===== src/hdl/f8_pkg.sv =====
package f8_pkg;
	localparam int data_w = 8;
	localparam int addr_w = 6;
	localparam int romc_w = 5;

	typedef logic [data_w-1:0] byte_t;
	typedef logic [addr_w-1:0] addr_t;
	typedef logic [romc_w-1:0] romc_t;

	// same layout as the low status nibble, s in bit 0.
	typedef struct packed {
		logic ov;
		logic z;
		logic c;
		logic s;
	} flags_t;

	typedef enum logic [3:0] {
		alu_l, alu_r, alu_and, alu_or, alu_xor, alu_add, alu_link, alu_inc,
		alu_cmp, alu_com, alu_sl1, alu_sl4, alu_sr1, alu_sr4, alu_dec_r
	} alu_op_t;

	typedef enum logic [1:0] {lbus_acc, lbus_status, lbus_const_f, lbus_const_0} lbus_sel_t;
	typedef enum logic [1:0] {rbus_scr, rbus_isar, rbus_inst, rbus_idata} rbus_sel_t;

	localparam romc_t romc_fetch = 5'h00;
	localparam romc_t romc_imm = 5'h03;
	localparam romc_t romc_io = 5'h1c;	// short port cycle of ins/outs.

	localparam int short_cycle_clocks = 4;
	localparam int long_cycle_clocks = 6;

	localparam addr_t reg_j = 6'd9;

	// low nibble of scratchpad opcodes.
	localparam logic [3:0] isar_direct_max = 4'hb;
	localparam logic [3:0] isar_plain = 4'hc;
	localparam logic [3:0] isar_inc = 4'hd;
	localparam logic [3:0] isar_dec = 4'he;

	localparam byte_t op_lr_a_is = 8'h0a;
	localparam byte_t op_lr_is_a = 8'h0b;
	localparam byte_t op_sr1 = 8'h12;
	localparam byte_t op_sl1 = 8'h13;
	localparam byte_t op_sr4 = 8'h14;
	localparam byte_t op_sl4 = 8'h15;
	localparam byte_t op_com = 8'h18;
	localparam byte_t op_lnk = 8'h19;
	localparam byte_t op_lr_w_j = 8'h1d;
	localparam byte_t op_lr_j_w = 8'h1e;
	localparam byte_t op_inc = 8'h1f;
	localparam byte_t op_li = 8'h20;
	localparam byte_t op_ni = 8'h21;
	localparam byte_t op_oi = 8'h22;
	localparam byte_t op_xi = 8'h23;
	localparam byte_t op_ai = 8'h24;
	localparam byte_t op_ci = 8'h25;
	localparam byte_t op_nop = 8'h2b;
	// group opcodes, the low nibble carries a register or port.
	localparam byte_t op_ds = 8'h30;
	localparam byte_t op_lr_a_r = 8'h40;
	localparam byte_t op_lr_r_a = 8'h50;
	localparam byte_t op_lisu = 8'h60;
	localparam byte_t op_lisl = 8'h68;
	localparam byte_t op_lis = 8'h70;
	localparam byte_t op_ins = 8'ha0;
	localparam byte_t op_outs = 8'hb0;
	localparam byte_t op_as = 8'hc0;
	localparam byte_t op_xs = 8'he0;
	localparam byte_t op_ns = 8'hf0;
endpackage


===== src/hdl/f8_sequencer.sv =====
module f8_sequencer (
	input logic clk,
	input logic rst_re,
	input f8_pkg::byte_t db_in,
	input f8_pkg::romc_t romc_next,
	input logic long_cycle,
	input logic last_step,
	input logic [2:0] step_next,
	output f8_pkg::byte_t opcode,
	output logic [2:0] step,
	output f8_pkg::romc_t romc,
	output logic last_clk
);
	logic [2:0] clk_in_cycle;

	assign last_clk = long_cycle ?
		(clk_in_cycle == 3'(f8_pkg::long_cycle_clocks - 1)) :
		(clk_in_cycle == 3'(f8_pkg::short_cycle_clocks - 1));

	always_ff @(posedge clk) begin
		if (!rst_re) begin
			clk_in_cycle <= '0;
			step <= '0;
			opcode <= f8_pkg::op_nop;	// first cycle is a plain fetch.
			romc <= f8_pkg::romc_fetch;
		end else begin
			clk_in_cycle <= last_clk ? 3'd0 : clk_in_cycle + 3'd1;
			if (last_clk) begin
				step <= last_step ? 3'd0 : step_next;
				if (last_step) opcode <= db_in;
			end
			// decode has the new opcode and step during clock 0.
			if (clk_in_cycle == 3'd0) romc <= romc_next;
		end
	end

	// the cycle length holds once a cycle has begun.
	assert property (@(posedge clk) disable iff (!rst_re)
		(clk_in_cycle != 3'd0) |-> $stable(long_cycle));
	// romc shows the code that decode gives for this cycle.
	assert property (@(posedge clk) disable iff (!rst_re)
		(clk_in_cycle != 3'd0) |-> (romc == romc_next));
endmodule


===== config.mk =====
export PLATFORM = sky130hd
export DESIGN_NAME = f8_sequencer
export DESIGN_NICKNAME = d
export VERILOG_FILES = /design/src/hdl/f8_pkg.sv /design/src/hdl/f8_sequencer.sv
export SDC_FILE = /design/constraint.sdc
export NUM_CORES = 1
export LEC_CHECK = 0
export BUFFER_PORTS_ARGS = -buffer_cell sky130_fd_sc_hd__buf_4
export CORE_MARGIN = 1
export CORE_UTILIZATION = 30
export CTS_CLUSTER_SIZE = 12
export DETAILED_ROUTE_END_ITERATION = 10
export HOLD_SLACK_MARGIN = 0.1
export PLACE_DENSITY = 0.63
export SYNTH_ARGS = -nofsm -noshare
export SYNTH_HDL_FRONTEND = slang
export SYNTH_SLANG_ARGS = --single-unit

===== constraint.sdc =====
create_clock -name clk -period 2.1 [get_ports clk]
set_input_delay 0.42 -clock clk [delete_from_list [all_inputs] [get_ports clk]]
set_output_delay 0.42 -clock clk [all_outputs]
set_load 0.01 [all_outputs]

==> run summary <==
WP data arrival: 1.48 ns
number of global-route vias before repair: 619
Period minus WS final: 1.90 ns
slew of the pin with the lowest slew margin: 0.327 ns
area leader, netlist: dfxtp_1
CTS tree: done
outcome: finished, final reports clean
Peak Freq: 526 MHz
FF+latch count, synth: 19
slew margin rel.: 0.782
H-tree Lvls: 1
CP Launch Type: flip-flop
P&R area growth vs syn: 38.1%
Ys Warns: 0
cells after synthesis: 86
CTS resizes: 0
Commonest cells post-synth: dfxtp_1, mux2i_1, nand2_1, o211ai_1
clk slew on worst S/H paths: 0.10 ns
antenna violations before repair: 0
worst skew pair latency: 0.29 ns
total CTS buffers: 3
post-synth top area share: 0.459
Core ar.: 2540 um2
Critical Path, Cell by Cell: and4b_1 > nor2_1 > inv_1 > buf_4
CP peak stage delay: 0.48 ns
final setup violation count: 0
post-CTS setup buffers: 0
most frequent cell after synthesis: dfxtp_1
buffer type at the clock tree root: clkbuf_4
largest net degree at the start of global routing: 15
Clock Sinks: 19
syn_nets: 108
Placed Instances: 148
wire length per cell: 11.3 um
Fin. Hold Viols: 0
Top Ports: 37
fin cells: 152
drt pass-1 iters: 4
first-pass GRT wire length: 2680 um
FF-to-FF setup slack: 0.72 ns
port bufs: 36
RSZ-0062 raised after global routing: no
layout cells sized above 1: 0.352
Setup crit end kind: primary output
synthesized area: 828 um2
Pwr per Cell Area: 603 nW/um2
gpl congestion: 0.732
Routed Antenna Nets: 0
clock buffer depth: 2
via count: 715
TNS Setup: 0 ns
WP data required: 1.68 ns
Worst path slowest cell: dfxtp_1
number of synthesized flops with an enable pin: 0
post-synth cell types: 23
Die ar.: 2980 um2
DRC: 0
critical path class: flip-flop to primary output
top_reg_cell synth: dfxtp_1
overall routing resource usage: 0.127
Fill cells: 265
ant diodes: 0
vias per cell: 4.70
top cells by area, synth: dfxtp_1, mux2i_1, o211ai_1
HP Class: primary input to flip-flop
# nets final: 145
Starting Density: 0.325
Post-DP HPWL: 1320 um
VDD IR-drop max: 0.489 mV
post-route cell area: 1140 um2
register area share after synthesis: 0.459
Die Y-Extent: 54.5 um
max-cap violations: 0
Fin Clk Skew: 0.00357 ns
Slew Viols, Final: 0
leakage power: 0.546 nW
Hold-fix buffers, CTS: 0
Iter 0 DRT Violations: 13
async set-reset flop share out of synthesis: 0
num rows: 18
placed inst area: 1120 um2
Avg Cell Area, Syn: 9.63 um2
Die W: 54.5 um
Tcrit/Tclk final: 0.905
CP Max Fanout: 9
final WL: 1710 um
grt ovf: 0
[kinds of logic after synthesis]
group	Yosys count	share of synthesized area
fa+ha+maj	2	0.0302
compound gates	15	0.131
mux	9	0.109
simple gates	28	0.201
xor+xnor	1	0.0106
flops	19	0.459
buf+inv	12	0.0589
[registers in the layout, indices dropped and copies added (netlist names)]
register / count
opcode: 8
clk_in_cycle: 3
romc: 5
step: 3
[power breakdown]
part	leakage (nW)	switching, W	internal, W
clock network	0.0150	0.000105	0.0000738
registers	0.155	0.0000141	0.000378
logic	0.376	0.0000503	0.0000688
total	0.546	0.000169	0.000521
[through the flow]
stage | hold slack, ns | util | total power, W | setup slack, ns
finish | 0.365 | 0.449 | 0.000690 | 0.199
global route | 0.355 | 0.449 | 0.000734 | 0.0688
CTS | 0.353 | 0.449 | 0.000703 | 0.191
detailed placement | 0.453 | 0.439 | 0.000521 | 0.488
global placement | 0.445 | 0.439 | 0.000518 | 0.520
floorplan | 0.479 | - | 0.000462 | 0.662
[critical path, delay by kind of cell, from the launching register on]
| kind | cells | cell delay, ns |
|---|---|---|
| flops | 1 | 0.48 |
| simple gates | 2 | 0.54 |
| buf+inv | 2 | 0.18 |
[placed cells by master (no fill, tap or decap), types with 2 or more instances in the layout]
master    count
clkbuf_4      3
nor2b_1       3
inv_1         7
nor2_1        7
o21ai_1       3
ha_1          2
dfxtp_1      19
nand3_1       3
nand2_1       8
o211ai_1      8
a21oi_1       3
mux2i_1       9
buf_4        36
[path summary, 6_finish.rpt]
check             startpoint   endpoint  depth (start not counted)
max          clk_in_cycle[0]   last_clk                          4
min             romc_next[2]    romc[2]                          3
max reg2reg  clk_in_cycle[0]    romc[1]                          5
min reg2reg        opcode[6]  opcode[6]                          2
[area by class of cell]
cell class	instances	area, um2	area share
multi-input combinational	55	399	0.349
sequential	19	380	0.333
timing repair buffer	36	270	0.236
tap	30	37.5	0.0328
inverter	8	30.0	0.0263
clock buffer	4	26.3	0.0230
[layer usage]
layer	GRT usage	part of all wire
met5	0	0
met4	0	0
met3	0.0639	0.10
met2	0.203	0.43
met1	0.161	0.47
Power figures use the tool's default switching activity.
