$ cat config.mk
export PLATFORM = sky130hd
export DESIGN_NAME = f8_datapath
export DESIGN_NICKNAME = d
export VERILOG_FILES = /design/src/hdl/f8_pkg.sv /design/src/hdl/f8_datapath.sv
export SDC_FILE = /design/constraint.sdc
export NUM_CORES = 1
export LEC_CHECK = 0
export BUFFER_PORTS_ARGS = -buffer_cell sky130_fd_sc_hd__buf_4
export CELL_PAD_IN_SITES_DETAIL_PLACEMENT = 1
export CELL_PAD_IN_SITES_GLOBAL_PLACEMENT = 1
export CORE_AREA = 5 5 82 84
export CTS_CLUSTER_SIZE = 14
export DETAILED_ROUTE_END_ITERATION = 16
export DIE_AREA = 0 0 87 89
export PLACE_DENSITY_LB_ADDON = 0.1
export SETUP_SLACK_MARGIN = 0.02
export SLEW_MARGIN = 0
export SYNTH_ARGS = -nofsm -noshare
export SYNTH_HDL_FRONTEND = slang
export SYNTH_SLANG_ARGS = --single-unit
$ cat constraint.sdc
create_clock -name clk -period 1.6 [get_ports clk]
set_input_delay 0.08 -clock clk [delete_from_list [all_inputs] [get_ports clk]]
set_output_delay 0.08 -clock clk [all_outputs]
set_load 0.02 [all_outputs]
$ cat src/hdl/f8_pkg.sv
package f8_pkg;
	localparam int data_w = 8;
	localparam int addr_w = 6;
	localparam int romc_w = 5;

	typedef logic [data_w-1:0] byte_t;
	typedef logic [addr_w-1:0] addr_t;
	typedef logic [romc_w-1:0] romc_t;

	// same layout as the low status nibble, s in bit 0.
	typedef struct packed {
		logic ov;
		logic z;
		logic c;
		logic s;
	} flags_t;

	typedef enum logic [3:0] {
		alu_l, alu_r, alu_and, alu_or, alu_xor, alu_add, alu_link, alu_inc,
		alu_cmp, alu_com, alu_sl1, alu_sl4, alu_sr1, alu_sr4, alu_dec_r
	} alu_op_t;

	typedef enum logic [1:0] {lbus_acc, lbus_status, lbus_const_f, lbus_const_0} lbus_sel_t;
	typedef enum logic [1:0] {rbus_scr, rbus_isar, rbus_inst, rbus_idata} rbus_sel_t;

	localparam romc_t romc_fetch = 5'h00;
	localparam romc_t romc_imm = 5'h03;
	localparam romc_t romc_io = 5'h1c;	// short port cycle of ins/outs.

	localparam int short_cycle_clocks = 4;
	localparam int long_cycle_clocks = 6;

	localparam addr_t reg_j = 6'd9;

	// low nibble of scratchpad opcodes.
	localparam logic [3:0] isar_direct_max = 4'hb;
	localparam logic [3:0] isar_plain = 4'hc;
	localparam logic [3:0] isar_inc = 4'hd;
	localparam logic [3:0] isar_dec = 4'he;

	localparam byte_t op_lr_a_is = 8'h0a;
	localparam byte_t op_lr_is_a = 8'h0b;
	localparam byte_t op_sr1 = 8'h12;
	localparam byte_t op_sl1 = 8'h13;
	localparam byte_t op_sr4 = 8'h14;
	localparam byte_t op_sl4 = 8'h15;
	localparam byte_t op_com = 8'h18;
	localparam byte_t op_lnk = 8'h19;
	localparam byte_t op_lr_w_j = 8'h1d;
	localparam byte_t op_lr_j_w = 8'h1e;
	localparam byte_t op_inc = 8'h1f;
	localparam byte_t op_li = 8'h20;
	localparam byte_t op_ni = 8'h21;
	localparam byte_t op_oi = 8'h22;
	localparam byte_t op_xi = 8'h23;
	localparam byte_t op_ai = 8'h24;
	localparam byte_t op_ci = 8'h25;
	localparam byte_t op_nop = 8'h2b;
	// group opcodes, the low nibble carries a register or port.
	localparam byte_t op_ds = 8'h30;
	localparam byte_t op_lr_a_r = 8'h40;
	localparam byte_t op_lr_r_a = 8'h50;
	localparam byte_t op_lisu = 8'h60;
	localparam byte_t op_lisl = 8'h68;
	localparam byte_t op_lis = 8'h70;
	localparam byte_t op_ins = 8'ha0;
	localparam byte_t op_outs = 8'hb0;
	localparam byte_t op_as = 8'hc0;
	localparam byte_t op_xs = 8'he0;
	localparam byte_t op_ns = 8'hf0;
endpackage

$ cat src/hdl/f8_datapath.sv
module f8_datapath (
	input logic clk,
	input logic rst_re,
	input logic last_clk,
	input f8_pkg::byte_t db_in,
	input f8_pkg::byte_t io0_in,
	input f8_pkg::byte_t io1_in,
	input f8_pkg::byte_t scr_rdata,
	input f8_pkg::byte_t result,
	input f8_pkg::alu_op_t alu_op,
	input f8_pkg::lbus_sel_t lbus_sel,
	input f8_pkg::rbus_sel_t rbus_sel,
	input logic acc_we,
	input logic isar_we,
	input f8_pkg::addr_t isar_d,
	input f8_pkg::flags_t flags_next,
	input logic [1:0] io_we,
	input logic [1:0] io_re,
	output f8_pkg::byte_t left,
	output f8_pkg::byte_t right,
	output logic c_in,
	output f8_pkg::addr_t isar,
	output f8_pkg::flags_t flags,
	output f8_pkg::byte_t io0_out,
	output f8_pkg::byte_t io1_out
);
	localparam int pad_w = f8_pkg::data_w - f8_pkg::addr_w;

	f8_pkg::byte_t acc;
	f8_pkg::byte_t idata;

	always_ff @(posedge clk) begin
		if (!rst_re) begin
			acc <= '0;
			isar <= '0;
			flags <= '0;
			io0_out <= '0;
			io1_out <= '0;
		end else if (last_clk) begin
			if (acc_we) acc <= result;
			if (isar_we) isar <= isar_d;
			flags <= flags_next;	// decode holds them when unchanged.
			if (io_we[0]) io0_out <= result;
			if (io_we[1]) io1_out <= result;
		end
	end

	always_comb begin
		if (io_re[0]) idata = io0_in;
		else if (io_re[1]) idata = io1_in;
		else idata = db_in;
	end

	always_comb begin
		case (lbus_sel)
			f8_pkg::lbus_acc: left = acc;
			f8_pkg::lbus_status: left = {4'h0, flags};
			f8_pkg::lbus_const_f: left = 8'h0f;
			default: left = 8'h00;
		endcase
		case (rbus_sel)
			f8_pkg::rbus_scr: right = scr_rdata;
			f8_pkg::rbus_isar: right = {{pad_w{1'b0}}, isar};
			f8_pkg::rbus_inst: right = {{pad_w{1'b0}}, isar_d};	// opcode field from decode.
			default: right = idata;
		endcase
	end

	assign c_in = flags.c && (alu_op == f8_pkg::alu_link);

	assert property (@(posedge clk) disable iff (!rst_re) !(io_we[0] && io_we[1]));
endmodule

==> qor.log <==
INFO  cells_and_area layout.cells.most_common=sky130_fd_sc_hd__buf_4
INFO  clock_network  post_cts_resized=0
INFO  routing        wirelength_met1=2.57mm
INFO  floorplanning  vert_die_dim=89µm
INFO  yosys          synth_cell_types=24
INFO  yosys          synth.yosys.warnings=0
INFO  cells_and_area layout-drive-gt1-share=0.425
INFO  yosys          ys_seq_area_frac=0.376
INFO  global_routing grt_first_pass_wirelength=9.61mm
INFO  yosys          mappedNetlistNets=279
INFO  global_routing grt_pass1_vias=1,971
INFO  routing        routed-wl-met3=560µm
INFO  yosys          synth_top_family_by_area=simple AND/OR/NAND/NOR gates
INFO  worst_setup_path setup.worst_path.class=flop to output pin
INFO  yosys          synth_largest_type_area_fraction=0.376
INFO  worst_setup_path cpPeakStageDelay=0.33ns
INFO  pwr            ir_worst_vdd=0.454mV
INFO  yosys          yosys.area_share.xor_xnor=0
INFO  place          post-place-cells=382
INFO  floorplanning  starting_utilization_of_the_core_area=0.309
INFO  floorplanning  fp.dieArea=7740µm²
INFO  floorplanning  count_of_boundary_i_o_pins=110
INFO  timing         final.setup.tns=0ns
INFO  floorplanning  die_width=87µm
INFO  pwr            power_report.internal_total=0.00149W
INFO  clock_network  clk_pin_slew=0.06ns
INFO  routing        top_signal_layer_used=met4
INFO  timing         period_needed=1.33ns
INFO  routing        routedWlPerCell=15.9µm
INFO  routing        remaining_drc_errors=0
INFO  worst_setup_path crit_chain=mux2_2, o32ai_1, a21oi_1, buf_4
INFO  timing         timing.fmax=751MHz
INFO  timing         setup_viol_count_final=0
INFO  yosys          synthSimpleGateAreaFrac=0.223
INFO  worst_setup_path crit_path_end_kind=output pin
INFO  clock_network  post_cts.repair.setup_buffers=0
INFO  place          gp_congestion=0.791
INFO  clock_network  clock-sinks=34
INFO  routing        avgViaCountPerCell=5.00
INFO  cells_and_area most-common-layout-cells=110 x sky130_fd_sc_hd__buf_4, 41 x sky130_fd_sc_hd__nand2_1, 34 x sky130_fd_sc_hd__dfxtp_1, 30 x sky130_fd_sc_hd__nand3_1, 30 x sky130_fd_sc_hd__a21boi_0
INFO  yosys          yosys.area_share.adder=0
INFO  cells_and_area final_antenna_diode_count=0
INFO  clock_network  cts-hold-fix-buffers=0
INFO  clock_network  root_buffer=sky130_fd_sc_hd__clkbuf_8
INFO  timing         tightestPinTransition=0.313ns
INFO  timing         finClkSkew=0ns
INFO  yosys          yosys.area.top_type=sky130_fd_sc_hd__dfxtp_1
INFO  floorplanning  placeableCoreArea=5850µm²
INFO  timing         final_max_slew_viol_count=0
INFO  routing        route.antenna.remaining_nets=0
INFO  cells_and_area final_core_util=0.465
INFO  pwr            power.share.clock=0.295
INFO  routing        routed_wire_length=6.17mm
INFO  yosys          synth-seq-cells=34
INFO  clock_network  numCtsBuffers=5
INFO  routing        dr.first_iter.drc_count=46
INFO  worst_setup_path crit_arrival=1.25ns
INFO  pwr            power_leakage=1.20nW
INFO  global_routing grt_usage=0.156
INFO  floorplanning  num_rows=28
INFO  place          detailedPlace.worstSlack=0.453ns
INFO  worst_setup_path cp_data_required_time=1.52ns
INFO  clock_network  ctsLongestPathBuffers=2
INFO  cells_and_area flow.area_growth_from_synthesis=50.1%
INFO  pwr            switching_power_share_of_the_total=0.274
INFO  pwr            power_frac_comb=0.262
INFO  timing         grt_setup_unrepaired=false
INFO  routing        first_pass_detailed_route_iteration_total=4
INFO  global_routing maximum_number_of_pins_on_one_net_before_global_route_repair=35
INFO  place          dp.final_hpwl=5.00mm
INFO  timing         post-route-period-util=0.833
INFO  pwr            power.net_switching=0.000564W
INFO  routing        wl_met2=2.93mm
INFO  routing        detailroute.via_count=1,939
INFO  yosys          syn_avg_cell_area=8.54µm²
INFO  clock_network  cts_tree=done
INFO  global_routing number_of_antenna_violations_at_the_first_check_in_global_routing=0
INFO  clock_network  insertion_delay=0.27ns
INFO  yosys          post_synthesis_instance_area=1810µm²
INFO  worst_hold_path class_of_the_most_critical_hold_timing_path=input pin to flop
INFO  timing         slew_headroom=0.791
INFO  yosys          synthMuxAreaShare=0.135
INFO  place          place.port_buffers=109
INFO  cells_and_area nNetsFinal=381
INFO  worst_setup_path critPathLaunchType=flop
INFO  run            max_cap_violations=0
INFO  worst_setup_path timing.critical_path.slowest_stage_cell=sky130_fd_sc_hd__dfxtp_1
INFO  timing         hold_viol_final=0
INFO  worst_setup_path worst-path-max-fanout=3
INFO  global_routing grt.overflow.total=0
INFO  timing         final_worst_path_setup_slack=0.268ns
INFO  pwr            pwr_density_cell=757nW/µm²
INFO  yosys          synth-compound-area-share=0.214
INFO  cells_and_area final_cells=388
INFO  yosys          synthTopCellsByArea=sky130_fd_sc_hd__dfxtp_1 38%, sky130_fd_sc_hd__a21boi_0 12%, sky130_fd_sc_hd__nand2_1 8.5%, sky130_fd_sc_hd__nand3_1 8.3%, sky130_fd_sc_hd__mux2_4 5.8%
INFO  pwr            power.share.sequential=0.443
INFO  outcome        result_of_the_run=finished clean
INFO  yosys          synthesis.instances=212
INFO  clock_network  clock_tree.htree_level_count=2
[synthesized netlist by cell type]
cell and instances:
sky130_fd_sc_hd__a21boi_0 30, sky130_fd_sc_hd__a21oi_1 5, sky130_fd_sc_hd__a21oi_2 1, sky130_fd_sc_hd__and2_1 4, sky130_fd_sc_hd__buf_2 7, sky130_fd_sc_hd__buf_4 1
sky130_fd_sc_hd__buf_6 2, sky130_fd_sc_hd__buf_8 1, sky130_fd_sc_hd__clkbuf_1 4, sky130_fd_sc_hd__dfxtp_1 34, sky130_fd_sc_hd__mux2_2 7, sky130_fd_sc_hd__mux2_4 7
sky130_fd_sc_hd__mux2i_1 6, sky130_fd_sc_hd__nand2_1 41, sky130_fd_sc_hd__nand2_2 1, sky130_fd_sc_hd__nand3_1 30, sky130_fd_sc_hd__nand3b_1 1, sky130_fd_sc_hd__nor2_1 6
sky130_fd_sc_hd__nor2b_1 5, sky130_fd_sc_hd__nor3b_1 1, sky130_fd_sc_hd__o21ai_0 6, sky130_fd_sc_hd__o22ai_1 6, sky130_fd_sc_hd__o32ai_1 5, sky130_fd_sc_hd__o32ai_2 1
[sequential cells by signal, summed over array words and instances (netlist names)]
register	cells
io1_out	8
io0_out	8
flags	4
acc	8
isar	6
[stage by stage]
stage	hold WS (ns)	power, W	instance area (µm²)
global placement	0.337	0.00147	2640
floorplan	0.234	0.00121	1810
CTS	0.0611	0.00210	2720
finish	0.0679	0.00206	2720
detailed placement	0.352	0.00148	2640
global route	0.0732	0.00218	2720
[power by group through the flow]
stage               Sequential (W)  Combinational (W)  Clock, W
floorplan                 0.000964           0.000243         0
global placement          0.000931           0.000540         0
detailed placement        0.000932           0.000547         0
CTS                       0.000913           0.000548  0.000634
global route              0.000917           0.000583  0.000685
finish                    0.000912           0.000539  0.000607
[routing by layer]
metal,vias to the layer above,GRT usage
li1,950,-
met1,907,0.190
met2,73,0.267
met3,9,0.0498
met4,0,0.0425
met5,-,0
[layout make-up]
class,count,area (µm²)
clock buffer,6,82.6
fill,740,3130
multi-input combinational,163,1030
sequential,34,681
tap,75,93.8
timing repair buffer,110,826
[kinds of logic (layout without fill, tap and decap cells)]
logic type             after synthesis  after routing
DFF                                 34             34
AOI/OAI and AO/OA                   54             54
muxes                               20             20
buffers and inverters               15            116
and+or+nand+nor                     89             89
[worst max-delay path, delay by kind of cell (launching register included)]
kind	cells	cell delay (ns)
buffers and inverters	1	0.17
muxes	1	0.27
AOI/OAI and AO/OA	2	0.22
DFF	1	0.33
[path summary, 6_finish.rpt]
check / start / end / slack (ns) / depth (start not counted)
max reg2reg: isar[2] / isar[2] / 0.95 / 2
min reg2reg: acc[5] / acc[5] / 0.46 / 2
min: flags_next[1] / flags[1] / 0.07 / 3
max: isar[2] / right[2] / 0.27 / 4
(Power assumes the default switching activity.)
