### src/hdl/f8_pkg.sv
package f8_pkg;
	localparam int data_w = 8;
	localparam int addr_w = 6;
	localparam int romc_w = 5;

	typedef logic [data_w-1:0] byte_t;
	typedef logic [addr_w-1:0] addr_t;
	typedef logic [romc_w-1:0] romc_t;

	// same layout as the low status nibble, s in bit 0.
	typedef struct packed {
		logic ov;
		logic z;
		logic c;
		logic s;
	} flags_t;

	typedef enum logic [3:0] {
		alu_l, alu_r, alu_and, alu_or, alu_xor, alu_add, alu_link, alu_inc,
		alu_cmp, alu_com, alu_sl1, alu_sl4, alu_sr1, alu_sr4, alu_dec_r
	} alu_op_t;

	typedef enum logic [1:0] {lbus_acc, lbus_status, lbus_const_f, lbus_const_0} lbus_sel_t;
	typedef enum logic [1:0] {rbus_scr, rbus_isar, rbus_inst, rbus_idata} rbus_sel_t;

	localparam romc_t romc_fetch = 5'h00;
	localparam romc_t romc_imm = 5'h03;
	localparam romc_t romc_io = 5'h1c;	// short port cycle of ins/outs.

	localparam int short_cycle_clocks = 4;
	localparam int long_cycle_clocks = 6;

	localparam addr_t reg_j = 6'd9;

	// low nibble of scratchpad opcodes.
	localparam logic [3:0] isar_direct_max = 4'hb;
	localparam logic [3:0] isar_plain = 4'hc;
	localparam logic [3:0] isar_inc = 4'hd;
	localparam logic [3:0] isar_dec = 4'he;

	localparam byte_t op_lr_a_is = 8'h0a;
	localparam byte_t op_lr_is_a = 8'h0b;
	localparam byte_t op_sr1 = 8'h12;
	localparam byte_t op_sl1 = 8'h13;
	localparam byte_t op_sr4 = 8'h14;
	localparam byte_t op_sl4 = 8'h15;
	localparam byte_t op_com = 8'h18;
	localparam byte_t op_lnk = 8'h19;
	localparam byte_t op_lr_w_j = 8'h1d;
	localparam byte_t op_lr_j_w = 8'h1e;
	localparam byte_t op_inc = 8'h1f;
	localparam byte_t op_li = 8'h20;
	localparam byte_t op_ni = 8'h21;
	localparam byte_t op_oi = 8'h22;
	localparam byte_t op_xi = 8'h23;
	localparam byte_t op_ai = 8'h24;
	localparam byte_t op_ci = 8'h25;
	localparam byte_t op_nop = 8'h2b;
	// group opcodes, the low nibble carries a register or port.
	localparam byte_t op_ds = 8'h30;
	localparam byte_t op_lr_a_r = 8'h40;
	localparam byte_t op_lr_r_a = 8'h50;
	localparam byte_t op_lisu = 8'h60;
	localparam byte_t op_lisl = 8'h68;
	localparam byte_t op_lis = 8'h70;
	localparam byte_t op_ins = 8'ha0;
	localparam byte_t op_outs = 8'hb0;
	localparam byte_t op_as = 8'hc0;
	localparam byte_t op_xs = 8'he0;
	localparam byte_t op_ns = 8'hf0;
endpackage

### src/hdl/f8_scratchpad.sv
module f8_scratchpad (
	input logic clk,
	input f8_pkg::addr_t raddr,
	output f8_pkg::byte_t rdata,
	input f8_pkg::addr_t waddr,
	input f8_pkg::byte_t wdata,
	input logic we
);
	f8_pkg::byte_t mem [2**f8_pkg::addr_w];

	// read is combinational so the alu sees the register in the same cycle.
	assign rdata = mem[raddr];

	// we is only high on the last clock of a machine cycle.
	always_ff @(posedge clk) begin
		if (we) begin
			mem[waddr] <= wdata;
		end
	end
endmodule

### config.mk
export PLATFORM = sky130hd
export DESIGN_NAME = f8_scratchpad
export DESIGN_NICKNAME = d
export VERILOG_FILES = /design/src/hdl/f8_pkg.sv /design/src/hdl/f8_scratchpad.sv
export SDC_FILE = /design/constraint.sdc
export NUM_CORES = 1
export LEC_CHECK = 0
export ABC_AREA = 1
export BUFFER_PORTS_ARGS = -buffer_cell sky130_fd_sc_hd__buf_2
export CORE_UTILIZATION = 60
export DETAILED_ROUTE_END_ITERATION = 16
export GPL_TIMING_DRIVEN = 0
export HOLD_SLACK_MARGIN = 0.02
export PLACE_DENSITY = 0.76
export SLEW_MARGIN = 20
export SYNTH_ARGS = -nofsm -noshare
export SYNTH_HDL_FRONTEND = slang
export SYNTH_SLANG_ARGS = --single-unit
### constraint.sdc
create_clock -name clk -period 4.15 [get_ports clk]
set_clock_uncertainty 0.2 [all_clocks]
set_input_delay 0.83 -clock clk [delete_from_list [all_inputs] [get_ports clk]]
set_output_delay 0.83 -clock clk [all_outputs]
set_load 0.01 [all_outputs]
==> results.json, run 1 <==
{
  "port_buffers": 21,
  "initial_core_util": 0.612,
  "clkSinkCount": 512,
  "drt_iter0_markers": 2382,
  "period_share": 0.950,
  "maxSlewViolCount": 0,
  "required_ns": 3.12,
  "route.detailed.drc": 0,
  "die_area_um2": 36100,
  "ctsHoldBuffers": 0,
  "regMostFlops": "mem",
  "vias": 14658,
  "die_w_um": 190,
  "crit_path_start": "raddr[2]",
  "synth.avg_cell_area_um2": 11.8,
  "yosysTopAreaCellShare": 0.726,
  "boundaryPins": 30,
  "synth_edf_count": 512,
  "holdCritStartpoint": "wdata[7]",
  "finalHoldViolations": 0,
  "cts_resized": 0,
  "postCtsSetupBuffers": 0,
  "grt_pass1_wl_um": 85100,
  "clk_path_buf_depth": 3,
  "fmax_mhz": 254,
  "wl_um": 57400,
  "hold_path.class": "in2reg",
  "cp_num_buf_inv": 4,
  "largest_reg_flops": 512,
  "yosys_warnings": 0,
  "rows": 68,
  "status": "completed",
  "grt_antenna_before_repair": 0,
  "synth_most_common_cell": "nand2_1",
  "utilization": 0.678,
  "wire_per_inst_um": 24.3,
  "fin_ws_ns": 0.207,
  "crit_type": "in2out",
  "drive_above_1_share": 0.0968,
  "leakagePower_nw": 8.51,
  "synthTopCellsByArea": "edfxtp_1 73%, nand2_1 11%, nand3_1 10%",
  "drv_cap": 0,
  "cp-end-kind": "primary output",
  "pre_cts_slack_ns": 0.289,
  "syn_to_final_growth_pct": 10.8,
  "cts.htree.levels": 2,
  "via_per_inst": 6.20,
  "synth_flop_cell": "edfxtp_1",
  "core_um2": 34600,
  "path_cells": "buf_2 > buf_2 > buf_1 > nand3_1 > nand2_1 > nand2_1 > nand3_1 > nand3_1 > nand2_1 > buf_2",
  "crit_path_max_incr_delay_ns": 0.63,
  "first_pass_iters": 5,
  "hpwl_um": 37700,
  "die_y_um": 190,
  "overflow": 0,
  "async_flop_share": 0,
  "cts_tree": "done",
  "syn_nets": 1819,
  "fin_tns_setup_ns": 0,
  "root_buffer": "clkbuf_16",
  "synth_seq_area_share": 0.726,
  "finalWeightedCongestion": 1.01,
  "cp_max_fo": 10,
  "slowest_stage": "buf_1",
  "synth_cell_types": 15,
  "synth_cells": 1797,
  "reg_top3": "mem x512",
  "ir_drop_uv": 356,
  "fillers": 2449,
  "grt_pass1_vias": 13594,
  "antennaDiodeCount": 0,
  "cts_buffers": 50,
  "relSlewSlack": 0.262,
  "rsz0062_at_grt": "no",
  "synth_commonest_cells": "648 x nand2_1, 512 x edfxtp_1, 439 x nand3_1",
  "netlist_area_um2": 21200,
  "cp_top_family": "buffers and inverters",
  "ys_seq_elements": 512,
  "yosysTopAreaCell": "edfxtp_1",
  "grt_max_degree": 65,
  "clkTransAtPathRegs_ns": 0.06,
  "setup_viol": 0,
  "powerDensity_nw_per_um2": 459,
  "worst_pin_slew_ns": 1.10,
  "arrival_ns": 2.91,
  "fin_crit_ns": 3.94,
  "startpoint_type": "input pin",
  "drtAntennaViolNets": 0,
  "layout.nets": 1900,
  "track_usage": 0.329
}
-- path summary, 6_finish.rpt --
path / end / slack [ns] / cells past startpoint
worst max-delay path: rdata[6] / 0.21 / 10
worst min-delay path: mem[37][7]$_DFFE_PP_ / 0.65 / 1
-- power breakdown --
part           total (W)  leakage [nW]  switching (W)  internal, W
combinational   0.000768          3.18       0.000569     0.000199
sequential       0.00573          4.61     0.00000803      0.00573
clock            0.00426         0.723        0.00182      0.00243
total             0.0108          8.51        0.00240      0.00836
-- routing by layer --
layer  vias to the layer above  part of all wire  track usage  wire, um
met5                         -                 0            0         0
met2                      1058              0.45        0.504     26000
met1                      6964              0.38        0.472     21800
li1                       6474                 -            -         -
met4                         0             0.040        0.129      2320
met3                       162              0.13       0.0574      7290
-- cell type report --
cell class,count,area [um2],area share
plain buffers,113,808,0.0344
clock buffers,69,1340,0.0573
clock inverters,16,151,0.00645
inverters,12,50.0,0.00213
multi-input cells,1160,5000,0.213
flip-flops and latches,512,15400,0.655
well taps,455,569,0.0243
repair buffers,29,170,0.00725
-- placed cells by master, fill, tap and decap left out --
cell,n
inv_6,3
inv_2,1
buf_4,24
buf_6,35
inv_1,10
clkinv_2,2
nor2_1,56
nand2_1,648
buf_2,56
nand4_1,9
buf_1,10
bufinv_16,3
clkinv_1,9
nand3_1,439
edfxtp_1,512
nor4_2,8
buf_8,2
clkbuf_16,51
clkbuf_1,33
-- cell families after synthesis --
group	share of synthesized area
flip-flops	0.726
buffers and inverters	0.0405
AND/OR/NAND/NOR	0.234
-- per-stage QoR --
stage               std cells  instance area [um2]  hold WS (ns)  power, W
floorplan                1797                21200         0.729   0.00626
global route             2366                23500         0.656    0.0110
global placement         2273                21900          1.41   0.00657
detailed placement       2281                22000          1.26   0.00659
finish                   2366                23500         0.648    0.0108
CTS                      2366                23500         0.680    0.0107
Power figures use the tool's default switching activity.
==> run 2, diff against run 1 <==
--- a/config.mk
+++ b/config.mk
@@ -7,6 +7,7 @@
 export LEC_CHECK = 0
 export ABC_AREA = 1
 export BUFFER_PORTS_ARGS = -buffer_cell sky130_fd_sc_hd__buf_2
+export CORE_MARGIN = 8
 export CORE_UTILIZATION = 60
 export DETAILED_ROUTE_END_ITERATION = 16
 export GPL_TIMING_DRIVEN = 0
==> constraint.sdc (replaced) <==
create_clock -name clk -period 3.93 [get_ports clk]
set_clock_uncertainty 0.2 [all_clocks]
set_input_delay 0 -clock clk [delete_from_list [all_inputs] [get_ports clk]]
set_output_delay 0 -clock clk [all_outputs]
set_load 0.01 [all_outputs]
==> run 2 against run 1 <==
Against the previous run: global-route usage down 4.1 points; setup slack improved by 0.98 ns; clock power up 6.8%; sequential share of layout area decreased by 0.40 points; largest cell class unchanged; highest routed layer is now met5.
==> results.json, run 2 (synthesis results as in run 1) <==
{
  "layout_commonest_cell": "nand2_1",
  "wl_um": 59600,
  "antennaDiodeCount": 0,
  "finalWeightedCongestion": 0.998,
  "cts.htree.levels": 2,
  "port_buffers": 21,
  "grt_antenna_before_repair": 2,
  "regMostFlops": "mem",
  "drtAntennaViolNets": 0,
  "cts_buffers": 50,
  "fin_crit_ns": 2.74,
  "cp_max_fo": 9,
  "rsz0062_at_grt": "no",
  "hold-path-cell-count": 3,
  "boundaryPins": 30,
  "grt_pass1_vias": 14431,
  "layout.nets": 1911,
  "vias": 14943,
  "period_share": 0.697,
  "drt_iter0_markers": 2354,
  "drive_above_1_share": 0.101,
  "setup_viol": 0,
  "rows": 69,
  "grt_pass1_wl_um": 88400,
  "cp-end-kind": "flip-flop",
  "ir_drop_uv": 394,
  "route.detailed.drc": 0,
  "clkTransAtPathRegs_ns": 0.06,
  "via_per_inst": 6.27,
  "reg_top3": "mem x512",
  "die_w_um": 204,
  "status": "completed",
  "core_um2": 35100,
  "cts_tree": "done",
  "clkSinkCount": 512,
  "syn_to_final_growth_pct": 11.5,
  "largest_reg_flops": 512,
  "initial_core_util": 0.603,
  "crit_type": "in2reg",
  "root_buffer": "clkbuf_16",
  "die_area_um2": 41600,
  "holdCritStartpoint": "waddr[3]",
  "arrival_ns": 2.73,
  "relSlewSlack": 0.264,
  "final_cells": 2382,
  "maxSlewViolCount": 0,
  "placed_cells": 2287,
  "wire_per_inst_um": 25.0,
  "powerDensity_nw_per_um2": 484,
  "layout_common_cells": "648 x nand2_1, 512 x edfxtp_1, 439 x nand3_1",
  "leakagePower_nw": 8.59,
  "finalHoldViolations": 0,
  "grt_max_degree": 65,
  "hold_path.class": "in2reg",
  "required_ns": 3.92,
  "cts_resized": 0,
  "drv_cap": 0,
  "fin_tns_setup_ns": 0,
  "fmax_mhz": 365,
  "worst_pin_slew_ns": 1.10,
  "first_pass_iters": 8,
  "hold-path-endpoint": "mem[47][0]$_DFFE_PP_",
  "track_usage": 0.287,
  "overflow": 0,
  "utilization": 0.672,
  "hpwl_um": 38800,
  "startpoint_type": "input pin",
  "die_y_um": 204,
  "clk_path_buf_depth": 3
}
[run 2: cell count changes in the layout (fill, tap and decap cells not counted)]
cell           delta
buf_2             -2
buf_4             +2
clkbuf_1         -10
clkinv_2          +9
clkinv_8          +2
dlygate4sd3_1    +11
inv_6             -2
[run 2: timing repair]
| item | in CTS | in global routing |
|---|---|---|
| setup buffers | 0 | 0 |
| hold buffers | 10 | 1 |
| endpoints found under the hold margin | 469 | 64 |
[run 2: how the worst max path moves through the flow]
stage,from,end,slack (ns),cells after the start
after floorplan,we,mem[48][0]$_DFFE_PP_,1.96,3
after global placement,waddr[3],mem[49][0]$_DFFE_PP_,1.11,4
after detailed placement,waddr[1],mem[41][7]$_DFFE_PP_,1.32,4
after CTS,waddr[1],mem[8][0]$_DFFE_PP_,1.33,5
after global routing,waddr[2],mem[40][3]$_DFFE_PP_,1.14,5
final,waddr[1],mem[40][5]$_DFFE_PP_,1.19,5
[run 2: where the power goes]
group / internal, W / total (W) / switching [W]
clock network: 0.00255 / 0.00455 / 0.00200
registers: 0.00605 / 0.00606 / 0.00000887
logic: 0.000217 / 0.000826 / 0.000608
[run 2: through the flow]
stage | hold WS, ns | worst slack (ns) | power, W | cell area [um2]
6_report | 0.126 | 1.19 | 0.0114 | 23600
3_3_place_gp | 0.394 | 1.11 | 0.00693 | 21900
3_5_place_dp | 0.383 | 1.32 | 0.00696 | 22000
5_1_grt | 0.155 | 1.14 | 0.0117 | 23600
2_1_floorplan | -0.101 | 1.96 | 0.00661 | 21200
4_1_cts | 0.0680 | 1.33 | 0.0114 | 23600
[run 2: critical path: stages]
cell and delay, ns:
dlygate4sd3_1 0.53, clkbuf_1 0.24, inv_1 0.34, nand4_1 0.59, nor2_1 1.03
[run 2: cell type report]
cell class	count	area, um2
Timing Repair Buffer	40	285
Fill cell	2506	11500
Inverter	12	50.0
Sequential cell	512	15400
Buffer	113	808
Multi-Input combinational cell	1160	5000
Clock buffer	59	1310
Tap cell	461	577
Clock inverter	25	211
[run 2: per-layer routing]
metal	part of all wire	wire [um]	vias to the layer above	track usage
met5	0.00035	21	-	0
met1	0.37	22100	7124	0.390
met2	0.45	26900	1115	0.441
met4	0.039	2330	4	0.113
met3	0.14	8270	190	0.0777
li1	-	-	6510	-
