`src/hdl/f8_pkg.sv`:
```
package f8_pkg;
	localparam int data_w = 8;
	localparam int addr_w = 6;
	localparam int romc_w = 5;

	typedef logic [data_w-1:0] byte_t;
	typedef logic [addr_w-1:0] addr_t;
	typedef logic [romc_w-1:0] romc_t;

	// same layout as the low status nibble, s in bit 0.
	typedef struct packed {
		logic ov;
		logic z;
		logic c;
		logic s;
	} flags_t;

	typedef enum logic [3:0] {
		alu_l, alu_r, alu_and, alu_or, alu_xor, alu_add, alu_link, alu_inc,
		alu_cmp, alu_com, alu_sl1, alu_sl4, alu_sr1, alu_sr4, alu_dec_r
	} alu_op_t;

	typedef enum logic [1:0] {lbus_acc, lbus_status, lbus_const_f, lbus_const_0} lbus_sel_t;
	typedef enum logic [1:0] {rbus_scr, rbus_isar, rbus_inst, rbus_idata} rbus_sel_t;

	localparam romc_t romc_fetch = 5'h00;
	localparam romc_t romc_imm = 5'h03;
	localparam romc_t romc_io = 5'h1c;	// short port cycle of ins/outs.

	localparam int short_cycle_clocks = 4;
	localparam int long_cycle_clocks = 6;

	localparam addr_t reg_j = 6'd9;

	// low nibble of scratchpad opcodes.
	localparam logic [3:0] isar_direct_max = 4'hb;
	localparam logic [3:0] isar_plain = 4'hc;
	localparam logic [3:0] isar_inc = 4'hd;
	localparam logic [3:0] isar_dec = 4'he;

	localparam byte_t op_lr_a_is = 8'h0a;
	localparam byte_t op_lr_is_a = 8'h0b;
	localparam byte_t op_sr1 = 8'h12;
	localparam byte_t op_sl1 = 8'h13;
	localparam byte_t op_sr4 = 8'h14;
	localparam byte_t op_sl4 = 8'h15;
	localparam byte_t op_com = 8'h18;
	localparam byte_t op_lnk = 8'h19;
	localparam byte_t op_lr_w_j = 8'h1d;
	localparam byte_t op_lr_j_w = 8'h1e;
	localparam byte_t op_inc = 8'h1f;
	localparam byte_t op_li = 8'h20;
	localparam byte_t op_ni = 8'h21;
	localparam byte_t op_oi = 8'h22;
	localparam byte_t op_xi = 8'h23;
	localparam byte_t op_ai = 8'h24;
	localparam byte_t op_ci = 8'h25;
	localparam byte_t op_nop = 8'h2b;
	// group opcodes, the low nibble carries a register or port.
	localparam byte_t op_ds = 8'h30;
	localparam byte_t op_lr_a_r = 8'h40;
	localparam byte_t op_lr_r_a = 8'h50;
	localparam byte_t op_lisu = 8'h60;
	localparam byte_t op_lisl = 8'h68;
	localparam byte_t op_lis = 8'h70;
	localparam byte_t op_ins = 8'ha0;
	localparam byte_t op_outs = 8'hb0;
	localparam byte_t op_as = 8'hc0;
	localparam byte_t op_xs = 8'he0;
	localparam byte_t op_ns = 8'hf0;
endpackage

```
`src/hdl/f8_decode.sv`:
```
module f8_decode (
	input f8_pkg::byte_t opcode,
	input logic [2:0] step,
	input f8_pkg::addr_t isar,
	input f8_pkg::flags_t flags,
	input f8_pkg::flags_t alu_flags,
	input f8_pkg::byte_t result,
	output f8_pkg::romc_t romc_next,
	output logic long_cycle,
	output logic last_step,
	output logic [2:0] step_next,
	output f8_pkg::alu_op_t alu_op,
	output f8_pkg::lbus_sel_t lbus_sel,
	output f8_pkg::rbus_sel_t rbus_sel,
	output logic acc_we,
	output logic isar_we,
	output f8_pkg::addr_t isar_d,
	output f8_pkg::flags_t flags_next,
	output f8_pkg::addr_t scr_raddr,
	output f8_pkg::addr_t scr_waddr,
	output logic scr_we,
	output logic [1:0] io_we,
	output logic [1:0] io_re
);
	f8_pkg::addr_t ind_addr;
	f8_pkg::addr_t ind_isar;
	logic ind_step;
	logic ind_use;
	logic force_long;
	f8_pkg::flags_t logic_flags;

	// logic ops, shifts and com clear c and ov.
	assign logic_flags = '{ov: 1'b0, z: alu_flags.z, c: 1'b0, s: alu_flags.s};

	assign long_cycle = force_long ||
		!(romc_next inside {f8_pkg::romc_fetch, 5'h0d, f8_pkg::romc_io, 5'h1d});

	// register field of the scratchpad opcodes.
	always_comb begin
		ind_addr = isar;
		ind_isar = isar;
		ind_step = 1'b0;
		case (opcode[3:0])
			f8_pkg::isar_plain: ind_addr = isar;
			f8_pkg::isar_inc: begin
				ind_step = 1'b1;
				ind_isar = {isar[5:3], isar[2:0] + 3'd1};	// low octal digit wraps.
			end
			f8_pkg::isar_dec: begin
				ind_step = 1'b1;
				ind_isar = {isar[5:3], isar[2:0] - 3'd1};
			end
			default: begin
				if (opcode[3:0] <= f8_pkg::isar_direct_max) ind_addr = f8_pkg::addr_t'(opcode[3:0]);
			end
		endcase
	end

	always_comb begin
		romc_next = f8_pkg::romc_fetch;
		force_long = 1'b0;
		last_step = 1'b1;
		step_next = step + 3'd1;
		alu_op = f8_pkg::alu_l;
		lbus_sel = f8_pkg::lbus_acc;
		rbus_sel = f8_pkg::rbus_scr;
		acc_we = 1'b0;
		isar_we = 1'b0;
		isar_d = opcode[5:0];	// also the inst source of the right bus.
		flags_next = flags;
		scr_raddr = ind_addr;
		scr_waddr = ind_addr;
		scr_we = 1'b0;
		io_we = 2'b00;
		io_re = 2'b00;
		ind_use = 1'b0;

		case (opcode) inside
			f8_pkg::op_lr_a_is: begin
				rbus_sel = f8_pkg::rbus_isar;
				alu_op = f8_pkg::alu_r;
				acc_we = 1'b1;
			end
			f8_pkg::op_lr_is_a: begin
				isar_we = 1'b1;
				isar_d = result[5:0];
			end
			f8_pkg::op_sr1, f8_pkg::op_sr4, f8_pkg::op_sl1, f8_pkg::op_sl4, f8_pkg::op_com: begin
				acc_we = 1'b1;
				flags_next = logic_flags;
				case (opcode)
					f8_pkg::op_sr1: alu_op = f8_pkg::alu_sr1;
					f8_pkg::op_sr4: alu_op = f8_pkg::alu_sr4;
					f8_pkg::op_sl1: alu_op = f8_pkg::alu_sl1;
					f8_pkg::op_sl4: alu_op = f8_pkg::alu_sl4;
					default: alu_op = f8_pkg::alu_com;
				endcase
			end
			f8_pkg::op_lnk, f8_pkg::op_inc: begin
				acc_we = 1'b1;
				flags_next = alu_flags;
				alu_op = (opcode == f8_pkg::op_lnk) ? f8_pkg::alu_link : f8_pkg::alu_inc;
			end
			f8_pkg::op_lr_w_j: begin
				scr_raddr = f8_pkg::reg_j;
				alu_op = f8_pkg::alu_r;
				flags_next = f8_pkg::flags_t'(result[3:0]);
			end
			f8_pkg::op_lr_j_w: begin
				lbus_sel = f8_pkg::lbus_status;
				scr_waddr = f8_pkg::reg_j;
				scr_we = 1'b1;
			end
			f8_pkg::op_li, f8_pkg::op_ni, f8_pkg::op_oi, f8_pkg::op_xi, f8_pkg::op_ai,
			f8_pkg::op_ci: begin
				// operand cycle, then the default fetch cycle.
				if (step == 3'd0) begin
					romc_next = f8_pkg::romc_imm;
					last_step = 1'b0;
					rbus_sel = f8_pkg::rbus_idata;
					acc_we = (opcode != f8_pkg::op_ci);
					case (opcode)
						f8_pkg::op_li: alu_op = f8_pkg::alu_r;
						f8_pkg::op_ni: alu_op = f8_pkg::alu_and;
						f8_pkg::op_oi: alu_op = f8_pkg::alu_or;
						f8_pkg::op_xi: alu_op = f8_pkg::alu_xor;
						f8_pkg::op_ai: alu_op = f8_pkg::alu_add;
						default: alu_op = f8_pkg::alu_cmp;
					endcase
					if (opcode inside {f8_pkg::op_ai, f8_pkg::op_ci}) flags_next = alu_flags;
					else if (opcode != f8_pkg::op_li) flags_next = logic_flags;
				end
			end
			f8_pkg::op_nop: ;
			[f8_pkg::op_ds : f8_pkg::op_ds | 8'h0f]: begin
				force_long = 1'b1;
				ind_use = 1'b1;
				alu_op = f8_pkg::alu_dec_r;
				scr_we = 1'b1;
				flags_next = alu_flags;
			end
			[f8_pkg::op_lr_a_r : f8_pkg::op_lr_a_r | 8'h0f]: begin
				ind_use = 1'b1;
				alu_op = f8_pkg::alu_r;
				acc_we = 1'b1;
			end
			[f8_pkg::op_lr_r_a : f8_pkg::op_lr_r_a | 8'h0f]: begin
				ind_use = 1'b1;
				scr_we = 1'b1;
			end
			[f8_pkg::op_lisu : f8_pkg::op_lisu | 8'h07]: begin
				isar_we = 1'b1;
				isar_d = {opcode[2:0], isar[2:0]};
			end
			[f8_pkg::op_lisl : f8_pkg::op_lisl | 8'h07]: begin
				isar_we = 1'b1;
				isar_d = {isar[5:3], opcode[2:0]};
			end
			[f8_pkg::op_lis : f8_pkg::op_lis | 8'h0f]: begin
				lbus_sel = f8_pkg::lbus_const_f;
				rbus_sel = f8_pkg::rbus_inst;
				alu_op = f8_pkg::alu_and;
				acc_we = 1'b1;
			end
			[f8_pkg::op_ins : f8_pkg::op_outs | 8'h0f]: begin
				if (step == 3'd0) begin
					romc_next = f8_pkg::romc_io;
					last_step = 1'b0;
					if (opcode[3:1] == 3'd0) begin
						if (opcode[4]) begin
							io_we[opcode[0]] = 1'b1;	// outs.
						end else begin
							io_re[opcode[0]] = 1'b1;
							rbus_sel = f8_pkg::rbus_idata;
							alu_op = f8_pkg::alu_r;
							acc_we = 1'b1;
							flags_next = logic_flags;
						end
					end
				end
			end
			[f8_pkg::op_as : f8_pkg::op_as | 8'h0f], [f8_pkg::op_xs : f8_pkg::op_ns | 8'h0f]: begin
				ind_use = 1'b1;
				acc_we = 1'b1;
				if (opcode[7:4] == f8_pkg::op_as[7:4]) begin
					alu_op = f8_pkg::alu_add;
					flags_next = alu_flags;
				end else begin
					alu_op = opcode[4] ? f8_pkg::alu_and : f8_pkg::alu_xor;
					flags_next = logic_flags;
				end
			end
			default: ;	// dropped opcodes behave as nop.
		endcase

		if (ind_use && ind_step) begin
			isar_we = 1'b1;
			isar_d = ind_isar;
		end
	end
endmodule

```
`config.mk`:
```
export PLATFORM = sky130hd
export DESIGN_NAME = f8_decode
export DESIGN_NICKNAME = d
export VERILOG_FILES = /design/src/hdl/f8_pkg.sv /design/src/hdl/f8_decode.sv
export SDC_FILE = /design/constraint.sdc
export NUM_CORES = 1
export LEC_CHECK = 0
export BUFFER_PORTS_ARGS = -buffer_cell sky130_fd_sc_hd__buf_2
export CAP_MARGIN = 30
export CELL_PAD_IN_SITES_DETAIL_PLACEMENT = 1
export CELL_PAD_IN_SITES_GLOBAL_PLACEMENT = 2
export CORE_MARGIN = 5
export CORE_UTILIZATION = 24
export DETAILED_ROUTE_END_ITERATION = 16
export MAX_ROUTING_LAYER = met4
export PLACE_DENSITY = 0.92
export SLEW_MARGIN = 20
export SYNTH_ARGS = -nofsm -noshare
export SYNTH_HDL_FRONTEND = slang
export SYNTH_SLANG_ARGS = --single-unit
```
`constraint.sdc`:
```
create_clock -name vclk -period 3.2
set_input_delay 0.64 -clock vclk [all_inputs]
set_output_delay 0.64 -clock vclk [all_outputs]
set_load 0.01 [all_outputs]
```
==> results.txt <==
----------------------------------------------------
[Clock network]
  CTS Hold Bufs ... 0
  PostCTS Resize Cnt ... 0
  Count of buffers added by post-CTS timing repair for setup ... 0

[Yosys]
  Xor and xnor fraction of the mapped netlist area ... 2.56%
  Mux cell area share after synthesis ... under 10%
  Synthesized cell area ... 1710 um2
  Share of synthesized cell area in and, or, nand and nor gates ... roughly two fifths
  Syn nets ... ~310
  Synthesized-area fraction occupied by ao, oa, aoi and oai cells ... 35.8%
  Adder-cell share of the synthesized area ... under 10%
  Total of warnings raised by yosys ... 0
  Largest family of logic cells by synthesized area ... simple AND/OR/NAND/NOR gates
  Post-Syn Instances ... 277
  Count of unique library cells instantiated by Yosys ... 62
  Sequential element share of the synthesized area ... 0%
  Post-Syn Area per Cell ... 6.17 um2

[Global route]
  Global-route congestion overflow total ... 0
  Largest net degree at the start of global routing ... 19
  Antenna violations before repair ... 0
  Number of global-route vias before repair ... about 2700
  First-pass GRT wire length ... 13.7 mm
  GR Util All Layers ... 19.5%

[Timing]
  Final Cycle Share ... 95.7%
  Final min period ... about 3.1 ns
  Total Negative Setup Slacks ... 0 ns
  Number of pins exceeding their max-slew limit in the final report ... 0
  Endpoints failing setup ... 0
  Hold Fails Final Rpt ... 0
  Highest attainable clock frequency ... 327 MHz
  Setup repair after global routing missed its margin ... no
  Worst hold margin ... 1.55 ns
  Actual transition at the worst max-transition pin ... 0.587 ns
  Max_slew headroom ... 59.8%

[Finish]
  Combined flip-flop and latch cell area ... 0 um2
  Final core utilization ... 35.2%
  Seq Cell Count ... 0
  Area occupied by multi-input gates ... approximately 1500 um2
  Number of filler instances in the final layout ... 921
  Most common library cell in the layout ignoring fill and taps ... sky130_fd_sc_hd__buf_2
  Diodes inserted ... 0
  Syn-to-layout area delta ... 41.8%
  Final #Nets ... 411
  Clock buffer count ... 0
  Commonest cells after routing, fill and taps aside ... sky130_fd_sc_hd__buf_2, sky130_fd_sc_hd__buf_4, sky130_fd_sc_hd__nor2_1
  Final cell count without fillers ... around 470
  Fraction of final layout cells sized beyond drive strength 1 ... a little over a third

[Setup path]
  Element type at the critical path end ... output pin
  Critical path data required time ... 2.56 ns
  Crit Path Class ... primary input to output pin
  CP endpoint ... flags_next[2]
  Startpoint types ... primary input
  Largest driver fanout on the critical path ... 9
  Critical path startpoint ... opcode[7]
  CP Data Arrival Time ... 2.42 ns

[Status]
  Status ... finished, final reports clean

[Run]
  Max-cap violations ... 0

[Die]
  Height of the die ... roughly 94 um
  Effective utilization at floorplan ... 24.9%
  Number of rows in the core area ... 30
  Die outline area ... 8900 um2
  Core outline area ... around 7000 um2
  Die W ... roughly 94 um
  Top-level port count ... 80

[Route]
  Pre-antenna DRT Iters ... 4
  Average wire per standard cell ... 18.3 um
  Number of DRC markers in iteration 0 ... 174
  Routed Antenna Nets ... 0
  Drt total wl ... 8.58 mm
  Residual DRC ... 0
  Via density ... 5.42
  Via count ... 2541

[Placement]
  Total instance count after detailed placement ... 469
  Detailed placement HPWL ... approximately 7.1 mm
  # port buffers ... 78
  Final Wtd Congestion ... 0.980

[Power and ir drop]
  Static leakage ... 1.19 nW
  Total power density per cell area ... ~120 nW/um2
  Worst vdd rail ir drop ... approximately 0.07 mV
  Pwr Total ... 0.000293 W

[Min path]
  Type of the worst min-delay path ... primary input to output pin

----------------------------------------------------
-- synthesized netlist by cell type, types with 3 or more instances --
cell type / instances / area share, %
sky130_fd_sc_hd__nor2_1: 32 / 7.0
sky130_fd_sc_hd__nand2_1: 30 / 6.6
sky130_fd_sc_hd__o21ai_0: 26 / 7.6
sky130_fd_sc_hd__nand3_1: 17 / 5.0
sky130_fd_sc_hd__a21oi_1: 15 / 4.4
sky130_fd_sc_hd__inv_1: 15 / 3.3
sky130_fd_sc_hd__buf_2: 11 / 3.2
sky130_fd_sc_hd__a31oi_1: 6 / 2.2
sky130_fd_sc_hd__and2_1: 6 / 2.2
sky130_fd_sc_hd__mux2i_1: 6 / 3.5
sky130_fd_sc_hd__nand2b_1: 6 / 2.2
sky130_fd_sc_hd__nand4_1: 6 / 2.2
sky130_fd_sc_hd__nor2b_1: 6 / 2.2
sky130_fd_sc_hd__clkbuf_1: 5 / 1.1
sky130_fd_sc_hd__nor3_1: 5 / 1.5
sky130_fd_sc_hd__o221ai_1: 5 / 2.6
sky130_fd_sc_hd__buf_4: 4 / 1.8
sky130_fd_sc_hd__o211ai_1: 4 / 1.8
sky130_fd_sc_hd__a22o_1: 3 / 1.5
sky130_fd_sc_hd__and3_1: 3 / 1.1
sky130_fd_sc_hd__mux2_2: 3 / 2.0
sky130_fd_sc_hd__nand3b_1: 3 / 1.3
sky130_fd_sc_hd__xor2_1: 3 / 1.5
-- how the worst min path moves through the flow --
stage                       start      endpoint  slack [ns]  cells after the start
after floorplan           step[0]  step_next[0]        1.33                      1
after global placement    step[0]  step_next[0]        1.54                      3
after detailed placement  step[0]  step_next[0]        1.55                      3
after CTS                 step[0]  step_next[0]        1.55                      3
after global routing      step[0]  step_next[0]        1.57                      3
final                     step[0]  step_next[0]        1.55                      3
-- stage by stage --
stage,area (um2),setup WS [ns]
after floorplan,1710,0.402
after global placement,2410,0.153
after detailed placement,2410,0.125
after CTS,2410,0.126
after global routing,2420,0.0330
final,2420,0.137
-- cell type report --
class / count / share of cell area [%]
inverter: 16 / 2.48
tap: 96 / 4.96
timing repair buffer: 120 / 29.7
multi-input combinational: 237 / 62.9
-- report_power, final --
part           leakage (nW)  total [W]  switching, W  internal (W)
logic                  1.19   0.000293      0.000173      0.000121
registers                 0          0             0             0
clock network             0          0             0             0
-- kinds of logic after synthesis --
| logic type | Yosys count |
|---|---|
| muxes | 11 |
| buffers and inverters | 40 |
| AOI/OAI and AO/OA | 90 |
| adders and majority gates | 3 |
| and+or+nand+nor | 128 |
| xor gates and xnor gates | 5 |
-- critical path, cell delays in order --
cell and delay, ns:
sky130_fd_sc_hd__buf_2 0.14, sky130_fd_sc_hd__buf_4 0.18, sky130_fd_sc_hd__nor2_2 0.29, sky130_fd_sc_hd__nand3_1 0.31, sky130_fd_sc_hd__nand2_1 0.26, sky130_fd_sc_hd__inv_1 0.07, sky130_fd_sc_hd__o221ai_1 0.18, sky130_fd_sc_hd__o2111ai_1 0.17
sky130_fd_sc_hd__buf_2 0.17
-- layer usage --
layer	share of wire (%)	vias up	track usage, %
li1	-	1221	-
met1	45	1229	24.8
met3	5.7	6	0.717
met4	0.64	0	1.93
met2	49	85	35.4
met5	0	-	-
Power figures use the tool's default switching activity.
